==> src/logic/sata_phy_pkg.sv <==
// SATA PHY shared definitions
// Reset sequencing constants, counter widths and the word structs that are
// passed between the transceiver, the PHY fabric logic and the link layer.
package sata_phy_pkg;

    // word geometry
    localparam int unsigned DATA_BYTES = 4;
    localparam int unsigned WORD_BITS  = 32;

    // transmit PMA reset wait
    localparam int unsigned TX_PMA_RESET_CYCLES = 1;

    // receive wait, built up from the individual transceiver reset steps
    localparam int unsigned RX_PMA_RESET_CYCLES       = 17;
    localparam int unsigned RX_CDR_PH_RESET_CYCLES    = 1;
    localparam int unsigned RX_CDR_FREQ_RESET_CYCLES  = 1;
    localparam int unsigned RX_DFE_LPM_RESET_CYCLES   = 15;
    localparam int unsigned RX_ISCAN_RESET_CYCLES     = 1;
    localparam int unsigned RX_EYE_RESET_CYCLES       = RX_PMA_RESET_CYCLES
        + RX_CDR_PH_RESET_CYCLES + RX_CDR_FREQ_RESET_CYCLES
        + RX_DFE_LPM_RESET_CYCLES + RX_ISCAN_RESET_CYCLES;

    // internal reset timer end and partial PCS reset length
    localparam int unsigned RST_TIMER_LIMIT    = 8;
    localparam int unsigned TXPCSRESET_CYCLES  = 8;

    // counter widths, wide enough to hold the terminal value
    localparam int unsigned TX_PMA_CNT_W     = $clog2(TX_PMA_RESET_CYCLES + 1);
    localparam int unsigned RX_EYE_CNT_W     = $clog2(RX_EYE_RESET_CYCLES + 1);
    localparam int unsigned RST_TIMER_W      = $clog2(RST_TIMER_LIMIT + 1);
    localparam int unsigned TXPCSRESET_CNT_W = $clog2(TXPCSRESET_CYCLES + 1);

    typedef struct packed {
        logic [WORD_BITS-1:0]  data;
        logic [DATA_BYTES-1:0] charisk;
    } phy_word_t;

    // raw word as delivered by the transceiver, before realignment
    typedef struct packed {
        logic [WORD_BITS-1:0]  data;
        logic [DATA_BYTES-1:0] charisk;
        logic [DATA_BYTES-1:0] comma;
        logic [DATA_BYTES-1:0] disperr;
        logic [DATA_BYTES-1:0] notintable;
    } gt_rx_word_t;

    typedef struct packed {
        logic [WORD_BITS-1:0]  data;
        logic [DATA_BYTES-1:0] charisk;
        logic [DATA_BYTES-1:0] err;
    } ll_rx_word_t;

    typedef struct packed {
        logic cplllock;
        logic usrpll_locked;
        logic rxresetdone;
        logic txresetdone;
    } gt_status_t;

    typedef struct packed {
        logic gt_reset;
        logic tx_user_ready;
        logic rx_user_ready;
        logic txpcsreset;
    } gt_ctrl_t;

endpackage

==> src/logic/phy_reset_ctrl.sv <==
// SATA PHY reset control
// Sequences the transceiver reset and user-ready signals after PLL lock,
// generates the internal reset pulse once both PLLs are locked, and runs
// the partial transmit PCS reset burst requested after OOB signalling.
module phy_reset_ctrl
    import sata_phy_pkg::*;
(
    input  logic       clk,
    input  logic       extrst,
    input  gt_status_t gt_status,
    input  logic       txpcsreset_req,
    output gt_ctrl_t   gt_ctrl,
    output logic       phy_rst,
    output logic       gtx_ready,
    output logic       recal_tx_done
);

    logic                        gt_reset;
    logic                        plls_locked;
    logic [TX_PMA_CNT_W-1:0]     tx_pma_cnt;
    logic                        tx_pma_done;
    logic [RX_EYE_CNT_W-1:0]     rx_eye_cnt;
    logic                        rx_eye_done;
    logic                        tx_user_ready;
    logic                        rx_user_ready;
    logic [RST_TIMER_W-1:0]      rst_timer;
    logic                        rst_timer_done;
    logic [TXPCSRESET_CNT_W-1:0] txpcsreset_cnt;
    logic                        txpcsreset_done;

    // transceiver held in reset until the channel PLL locks
    assign gt_reset    = extrst | ~gt_status.cplllock;
    assign plls_locked = gt_status.cplllock & gt_status.usrpll_locked;

    // tx side PMA reset wait
    assign tx_pma_done = (tx_pma_cnt == TX_PMA_CNT_W'(TX_PMA_RESET_CYCLES));

    always_ff @(posedge clk or posedge extrst) begin
        if (extrst) begin
            tx_pma_cnt <= '0;
        end else if (gt_reset) begin
            tx_pma_cnt <= '0;
        end else if (!tx_pma_done) begin
            tx_pma_cnt <= tx_pma_cnt + TX_PMA_CNT_W'(1);
        end
    end

    // rx side waits for the whole eye reset chain
    assign rx_eye_done = (rx_eye_cnt == RX_EYE_CNT_W'(RX_EYE_RESET_CYCLES));

    always_ff @(posedge clk or posedge extrst) begin
        if (extrst) begin
            rx_eye_cnt <= '0;
        end else if (gt_reset) begin
            rx_eye_cnt <= '0;
        end else if (!rx_eye_done) begin
            rx_eye_cnt <= rx_eye_cnt + RX_EYE_CNT_W'(1);
        end
    end

    // readies drop at once if either lock is lost
    assign tx_user_ready = plls_locked & tx_pma_done;
    assign rx_user_ready = plls_locked & rx_eye_done;

    assign gtx_ready = tx_user_ready & rx_user_ready
                     & gt_status.rxresetdone & gt_status.txresetdone;

    // internal reset timer, restarts whenever a lock goes away
    assign rst_timer_done = (rst_timer == RST_TIMER_W'(RST_TIMER_LIMIT));

    always_ff @(posedge clk or posedge extrst) begin
        if (extrst) begin
            rst_timer <= '0;
        end else if (!plls_locked) begin
            rst_timer <= '0;
        end else if (!rst_timer_done) begin
            rst_timer <= rst_timer + RST_TIMER_W'(1);
        end
    end

    // pulse covers timer values 1 .. limit-1
    always_ff @(posedge clk or posedge extrst) begin
        if (extrst) begin
            phy_rst <= 1'b0;
        end else begin
            phy_rst <= (rst_timer != '0) && !rst_timer_done;
        end
    end

    // partial PCS reset burst after OOB
    assign txpcsreset_done =
        (txpcsreset_cnt == TXPCSRESET_CNT_W'(TXPCSRESET_CYCLES));

    always_ff @(posedge clk or posedge extrst) begin
        if (extrst) begin
            txpcsreset_cnt <= '0;
        end else if (phy_rst || !txpcsreset_req) begin
            txpcsreset_cnt <= '0;
        end else if (!txpcsreset_done) begin
            txpcsreset_cnt <= txpcsreset_cnt + TXPCSRESET_CNT_W'(1);
        end
    end

    assign recal_tx_done = txpcsreset_done & gtx_ready;

    always_comb begin
        gt_ctrl.gt_reset      = gt_reset;
        gt_ctrl.tx_user_ready = tx_user_ready;
        gt_ctrl.rx_user_ready = rx_user_ready;
        // request passes straight through until the burst is over
        gt_ctrl.txpcsreset    = txpcsreset_req & ~txpcsreset_done;
    end

endmodule

==> src/logic/phy_lane_datapath.sv <==
// SATA PHY lane datapath
// Picks the transmit word from the OOB sequencer or the link layer, and
// realigns received words to the 4-byte boundary using the comma position.
// Disparity and not-in-table flags are merged into one error bit per byte.
module phy_lane_datapath
    import sata_phy_pkg::*;
(
    input  logic        clk,
    input  logic        extrst,
    input  logic        phy_rst,
    input  logic        phy_ready,
    input  phy_word_t   oob_tx,
    input  phy_word_t   ll_tx,
    input  gt_rx_word_t gt_rx,
    output phy_word_t   gt_tx,
    output ll_rx_word_t ll_rx
);

    localparam int unsigned HALF_BITS  = WORD_BITS / 2;
    localparam int unsigned HALF_BYTES = DATA_BYTES / 2;

    logic        two_byte_shift;
    gt_rx_word_t rx_aligned;

    // exchange the low and high byte pairs of a per-byte flag field
    function automatic logic [DATA_BYTES-1:0] swap_pairs(
        input logic [DATA_BYTES-1:0] flags
    );
        return {flags[HALF_BYTES-1:0], flags[DATA_BYTES-1:HALF_BYTES]};
    endfunction

    // link layer owns the line once the link is up
    assign gt_tx = phy_ready ? ll_tx : oob_tx;

    // comma in byte 2 means the word arrives shifted by two bytes,
    // comma in byte 0 means straight order
    always_ff @(posedge clk or posedge extrst) begin
        if (extrst) begin
            two_byte_shift <= 1'b0;
        end else if (phy_rst) begin
            two_byte_shift <= 1'b0;
        end else if (gt_rx.comma[2]) begin
            two_byte_shift <= 1'b1;
        end else if (gt_rx.comma[0]) begin
            two_byte_shift <= 1'b0;
        end
    end

    always_comb begin
        rx_aligned = gt_rx;
        if (two_byte_shift) begin
            rx_aligned.data       = {gt_rx.data[HALF_BITS-1:0],
                                     gt_rx.data[WORD_BITS-1:HALF_BITS]};
            rx_aligned.charisk    = swap_pairs(gt_rx.charisk);
            rx_aligned.disperr    = swap_pairs(gt_rx.disperr);
            rx_aligned.notintable = swap_pairs(gt_rx.notintable);
        end
    end

    // per byte error, after the swap
    always_comb begin
        ll_rx.data    = rx_aligned.data;
        ll_rx.charisk = rx_aligned.charisk;
        ll_rx.err     = rx_aligned.disperr | rx_aligned.notintable;
    end

endmodule

==> src/logic/sata_phy_core.sv <==
// SATA PHY core
// Fabric logic of the SATA physical layer around the transceiver.
// Joins the reset controller with the lane datapath; the internal reset
// from the controller also clears the receive alignment state.
module sata_phy_core
    import sata_phy_pkg::*;
(
    input  logic        clk,
    input  logic        extrst,

    // transceiver status and OOB side
    input  gt_status_t  gt_status,
    input  logic        txpcsreset_req,
    input  logic        phy_ready,
    input  phy_word_t   oob_tx,

    // link layer transmit word
    input  phy_word_t   ll_tx,

    // raw receive word from the transceiver
    input  gt_rx_word_t gt_rx,

    // transceiver control
    output gt_ctrl_t    gt_ctrl,

    // resets and status
    output logic        phy_rst,
    output logic        gtx_ready,
    output logic        recal_tx_done,

    // data toward the transceiver and the link layer
    output phy_word_t   gt_tx,
    output ll_rx_word_t ll_rx
);

    logic phy_rst_int;

    assign phy_rst = phy_rst_int;

    phy_reset_ctrl u_phy_reset_ctrl (
        .clk            (clk),
        .extrst         (extrst),
        .gt_status      (gt_status),
        .txpcsreset_req (txpcsreset_req),
        .gt_ctrl        (gt_ctrl),
        .phy_rst        (phy_rst_int),
        .gtx_ready      (gtx_ready),
        .recal_tx_done  (recal_tx_done)
    );

    // datapath alignment is cleared by the internal reset pulse
    phy_lane_datapath u_phy_lane_datapath (
        .clk       (clk),
        .extrst    (extrst),
        .phy_rst   (phy_rst_int),
        .phy_ready (phy_ready),
        .oob_tx    (oob_tx),
        .ll_tx     (ll_tx),
        .gt_rx     (gt_rx),
        .gt_tx     (gt_tx),
        .ll_rx     (ll_rx)
    );

endmodule

==> config.mk <==
export PLATFORM = sky130hd
export DESIGN_NAME = sata_phy_core
export DESIGN_NICKNAME = d
export VERILOG_FILES = /design/src/logic/sata_phy_pkg.sv /design/src/logic/phy_reset_ctrl.sv /design/src/logic/phy_lane_datapath.sv /design/src/logic/sata_phy_core.sv
export SDC_FILE = /design/constraint.sdc
export NUM_CORES = 1
export LEC_CHECK = 0
export ABC_AREA = 1
export BUFFER_PORTS_ARGS = -buffer_cell sky130_fd_sc_hd__buf_2
export CORE_AREA = 3 3 80 82
export CTS_BUF_LIST = sky130_fd_sc_hd__clkbuf_2 sky130_fd_sc_hd__clkbuf_4 sky130_fd_sc_hd__clkbuf_8
export DETAILED_ROUTE_END_ITERATION = 8
export DIE_AREA = 0 0 83 85
export GPL_TIMING_DRIVEN = 1
export PLACE_DENSITY = 0.86
export SETUP_SLACK_MARGIN = 0.3
export SLEW_MARGIN = 20
export SYNTH_ARGS = -nofsm -noshare
export SYNTH_HDL_FRONTEND = slang
export SYNTH_SLANG_ARGS = --single-unit
export TNS_END_PERCENT = 1
==> constraint.sdc <==
create_clock -name clk -period 3.55 [get_ports clk]
set_input_delay 0.71 -clock clk [delete_from_list [all_inputs] [get_ports clk]]
set_output_delay 0.71 -clock clk [all_outputs]
set_load 0.005 [all_outputs]
==> impl_results.md <==
- Yosys cell types: 25
- Post-DP HPWL: 5930 um
- Total power: 0.687 mW
- Wirelength per Cell: 12.7 um
- # Post-CTS Setup Buffers: 0
- Final Max Slew Viols: 0
- Pwr/cell area: 227 mW/mm2
- Leak: 1.83 nW
- ANT cells: 0
- Worst path required time: 2840 ps
- CTS tree: built
- Max Fclk: 396 MHz
- Num CTS Buffers: 3
- Synth top area share: 22.8%
- Layout cells sized above 1: 55.1%
- Largest net degree at the start of global routing: 82
- Vias in the first global route: 2377
- Setup-failing EPs final: 0
- Fin nets: 593
- H-tree depth: 1
- Syn-to-layout area delta: 53.4%
- Remaining Overflow, GRT: 0
- Final hold vios: 0
- DRT Pass-1 Iters: 4
- Initial core utilization: 34.0%
- Hold Buf Count CTS: 0
- Worst-Margin Slew: 639 ps
- Period minus WS final: 2530 ps
- Ys Warns: 0
- Vias: 2400
- Initial antenna violation count: 1
- Net count after synthesis: 395
- Crit Path Max Fanout: 36
- Post-synth EDFFs: 0
- Flops & latches, synth: 17
- Max-slew headroom: 57.4%
- Remaining antenna violation count: 0
- Post-synth ARST share: 100%
- RSZ-0062 raised after global routing: false
- Seq/Total Area, Yosys: 21.5%
- Clk_skew: 2.65 ps
- Status: completed
- CP Launch Type: primary input
- Post-Route WL: 6790 um
- I/O pin cnt: 211
- Core footprint: 0.00582 mm2
- Synth area leader: mux2_4
- Worst EP arrival: 1820 ps
- Total track usage: 17.8%
- Reg clk slew, reported paths: 60 ps
- DR vias/cell: 4.49
- Number of max-cap violations: 0
- Die Y: 85 um
- Initial DRC Count: 40
- Synth Cell Area: 0.00197 mm2
- Mapped Cells: 262
- Clock Tree Root: clkbuf_8
- Synthesized area per cell: 7.54 um2
- Crit end category: output pin
- Main synth FF type: dfrtp_1
- Area of the die: 0.00706 mm2
- First-pass GRT wire length: 10700 um
- Final worst path period share: 71.2%
- Synth area leaders: mux2_4, dfrtp_1, inv_1
- Chip Width: 83 um
- Placement Rows: 28
- GP Congestion: 0.830
- CTS Sinks: 17
- Gates resized, CTS repair: 0
- CP Class: in -> out
- Worst-Skew Late Latency: 240 ps
- Hold crit path type: reg -> reg
- Worst VDD drop: 0.000234 V
- Port Buffer Count: 208
- FILL cells: 548
- Setup_tns: 0 ps
- Clk buf depth: 2
- # DRC: 0
## flip-flops by register name, indices dropped and copies added, names as in the netlist
| name | flops |
|---|---|
| u_phy_reset_ctrl.rx_eye_cnt | 6 |
| u_phy_lane_datapath.two_byte_shift | 1 |
| u_phy_reset_ctrl.rst_timer | 4 |
| u_phy_reset_ctrl.txpcsreset_cnt | 4 |
| u_phy_reset_ctrl.tx_pma_cnt | 1 |
| u_phy_reset_ctrl.phy_rst | 1 |
## placed cells by master (no fill, tap or decap), types with 2 or more instances in the layout
| cell | Yosys | final |
|---|---|---|
| a21oi_1 | 24 | 24 |
| buf_2 | 7 | 208 |
| clkbuf_8 | 0 | 3 |
| dfrtp_1 | 17 | 16 |
| ha_1 | 5 | 5 |
| inv_1 | 39 | 39 |
| mux2_2 | 6 | 6 |
| mux2_4 | 30 | 30 |
| nand2_1 | 39 | 39 |
| nand3_1 | 10 | 10 |
| nand4_1 | 2 | 2 |
| nor2_1 | 37 | 37 |
| nor3_1 | 2 | 2 |
| o21ai_0 | 26 | 26 |
| xnor2_1 | 2 | 2 |
## cell families (layout without fill, tap and decap cells)
group / Yosys count / after routing / share of synthesized area [%]
buffers and inverters: 55 / 252 / 14.5
AOI/OAI and AO/OA: 51 / 51 / 13.1
adders and majority gates: 5 / 5 / 3.17
muxes: 36 / 36 / 26.2
DFF: 17 / 17 / 21.5
xor gates and xnor gates: 3 / 3 / 1.33
and+or+nand+nor: 95 / 95 / 20.2
## final cells by class
cell class,count,area [um2],share of cell area [%]
multi-input combinational,190,1260,41.7
timing repair buffer,209,1050,34.6
sequential,17,429,14.2
inverter,39,146,4.83
tap,75,93.8,3.10
clock buffer,4,48.8,1.61
## where the power goes
group | internal [mW] | total (mW) | switching, mW
Combinational | 0.181 | 0.310 | 0.130
Clock | 0.0871 | 0.147 | 0.0604
Sequential | 0.202 | 0.230 | 0.0282
## path summary, 6_finish.rpt
check	start	endpoint	slack [ps]	cells past startpoint
min in group asynchronous	extrst	u_phy_reset_ctrl.tx_pma_cnt	560	2
worst min register to register	u_phy_reset_ctrl.phy_rst	u_phy_lane_datapath.two_byte_shift	470	1
worst max-delay path	phy_ready	gt_tx[31]	1020	4
worst max register to register	u_phy_reset_ctrl.rx_eye_cnt[0]	u_phy_reset_ctrl.rx_eye_cnt[1]	2250	6
worst min-delay path	u_phy_reset_ctrl.phy_rst	u_phy_lane_datapath.two_byte_shift	470	1
max in group asynchronous	extrst	u_phy_lane_datapath.two_byte_shift	2520	2
## through the flow
stage | cell area [um2] | setup WS (ps) | cells | hold WS (ps) | utilization [%]
2_1_floorplan | 1970 | 1550 | 262 | 448 | -
3_3_place_gp | 2980 | 1060 | 530 | 456 | 51.2
3_5_place_dp | 2980 | 1030 | 530 | 464 | 51.2
4_1_cts | 3030 | 1020 | 534 | 471 | 52.0
5_1_grt | 3030 | 964 | 534 | 494 | 52.1
6_report | 3030 | 1020 | 534 | 465 | 52.1
## cell usage after synthesis, types with 2 or more instances
| cell type | n |
|---|---|
| a21oi_1 | 24 |
| buf_12 | 3 |
| buf_2 | 7 |
| buf_4 | 4 |
| dfrtp_1 | 17 |
| ha_1 | 5 |
| inv_1 | 39 |
| mux2_2 | 6 |
| mux2_4 | 30 |
| nand2_1 | 39 |
| nand3_1 | 10 |
| nand4_1 | 2 |
| nor2_1 | 37 |
| nor3_1 | 2 |
| o21ai_0 | 26 |
| xnor2_1 | 2 |
## routing by layer
layer	global-route usage [%]	part of all wire, %	vias to the layer above
li1	-	-	1237
met1	20.9	42	1047
met2	32.7	49	102
met3	4.66	7.9	12
met4	3.27	1.2	2
met5	0	0.10	-
## critical path, stage by stage
cell	delay, ps
buf_2	80
buf_4	480
mux2_2	400
buf_2	130
Power figures use the tool's default switching activity.
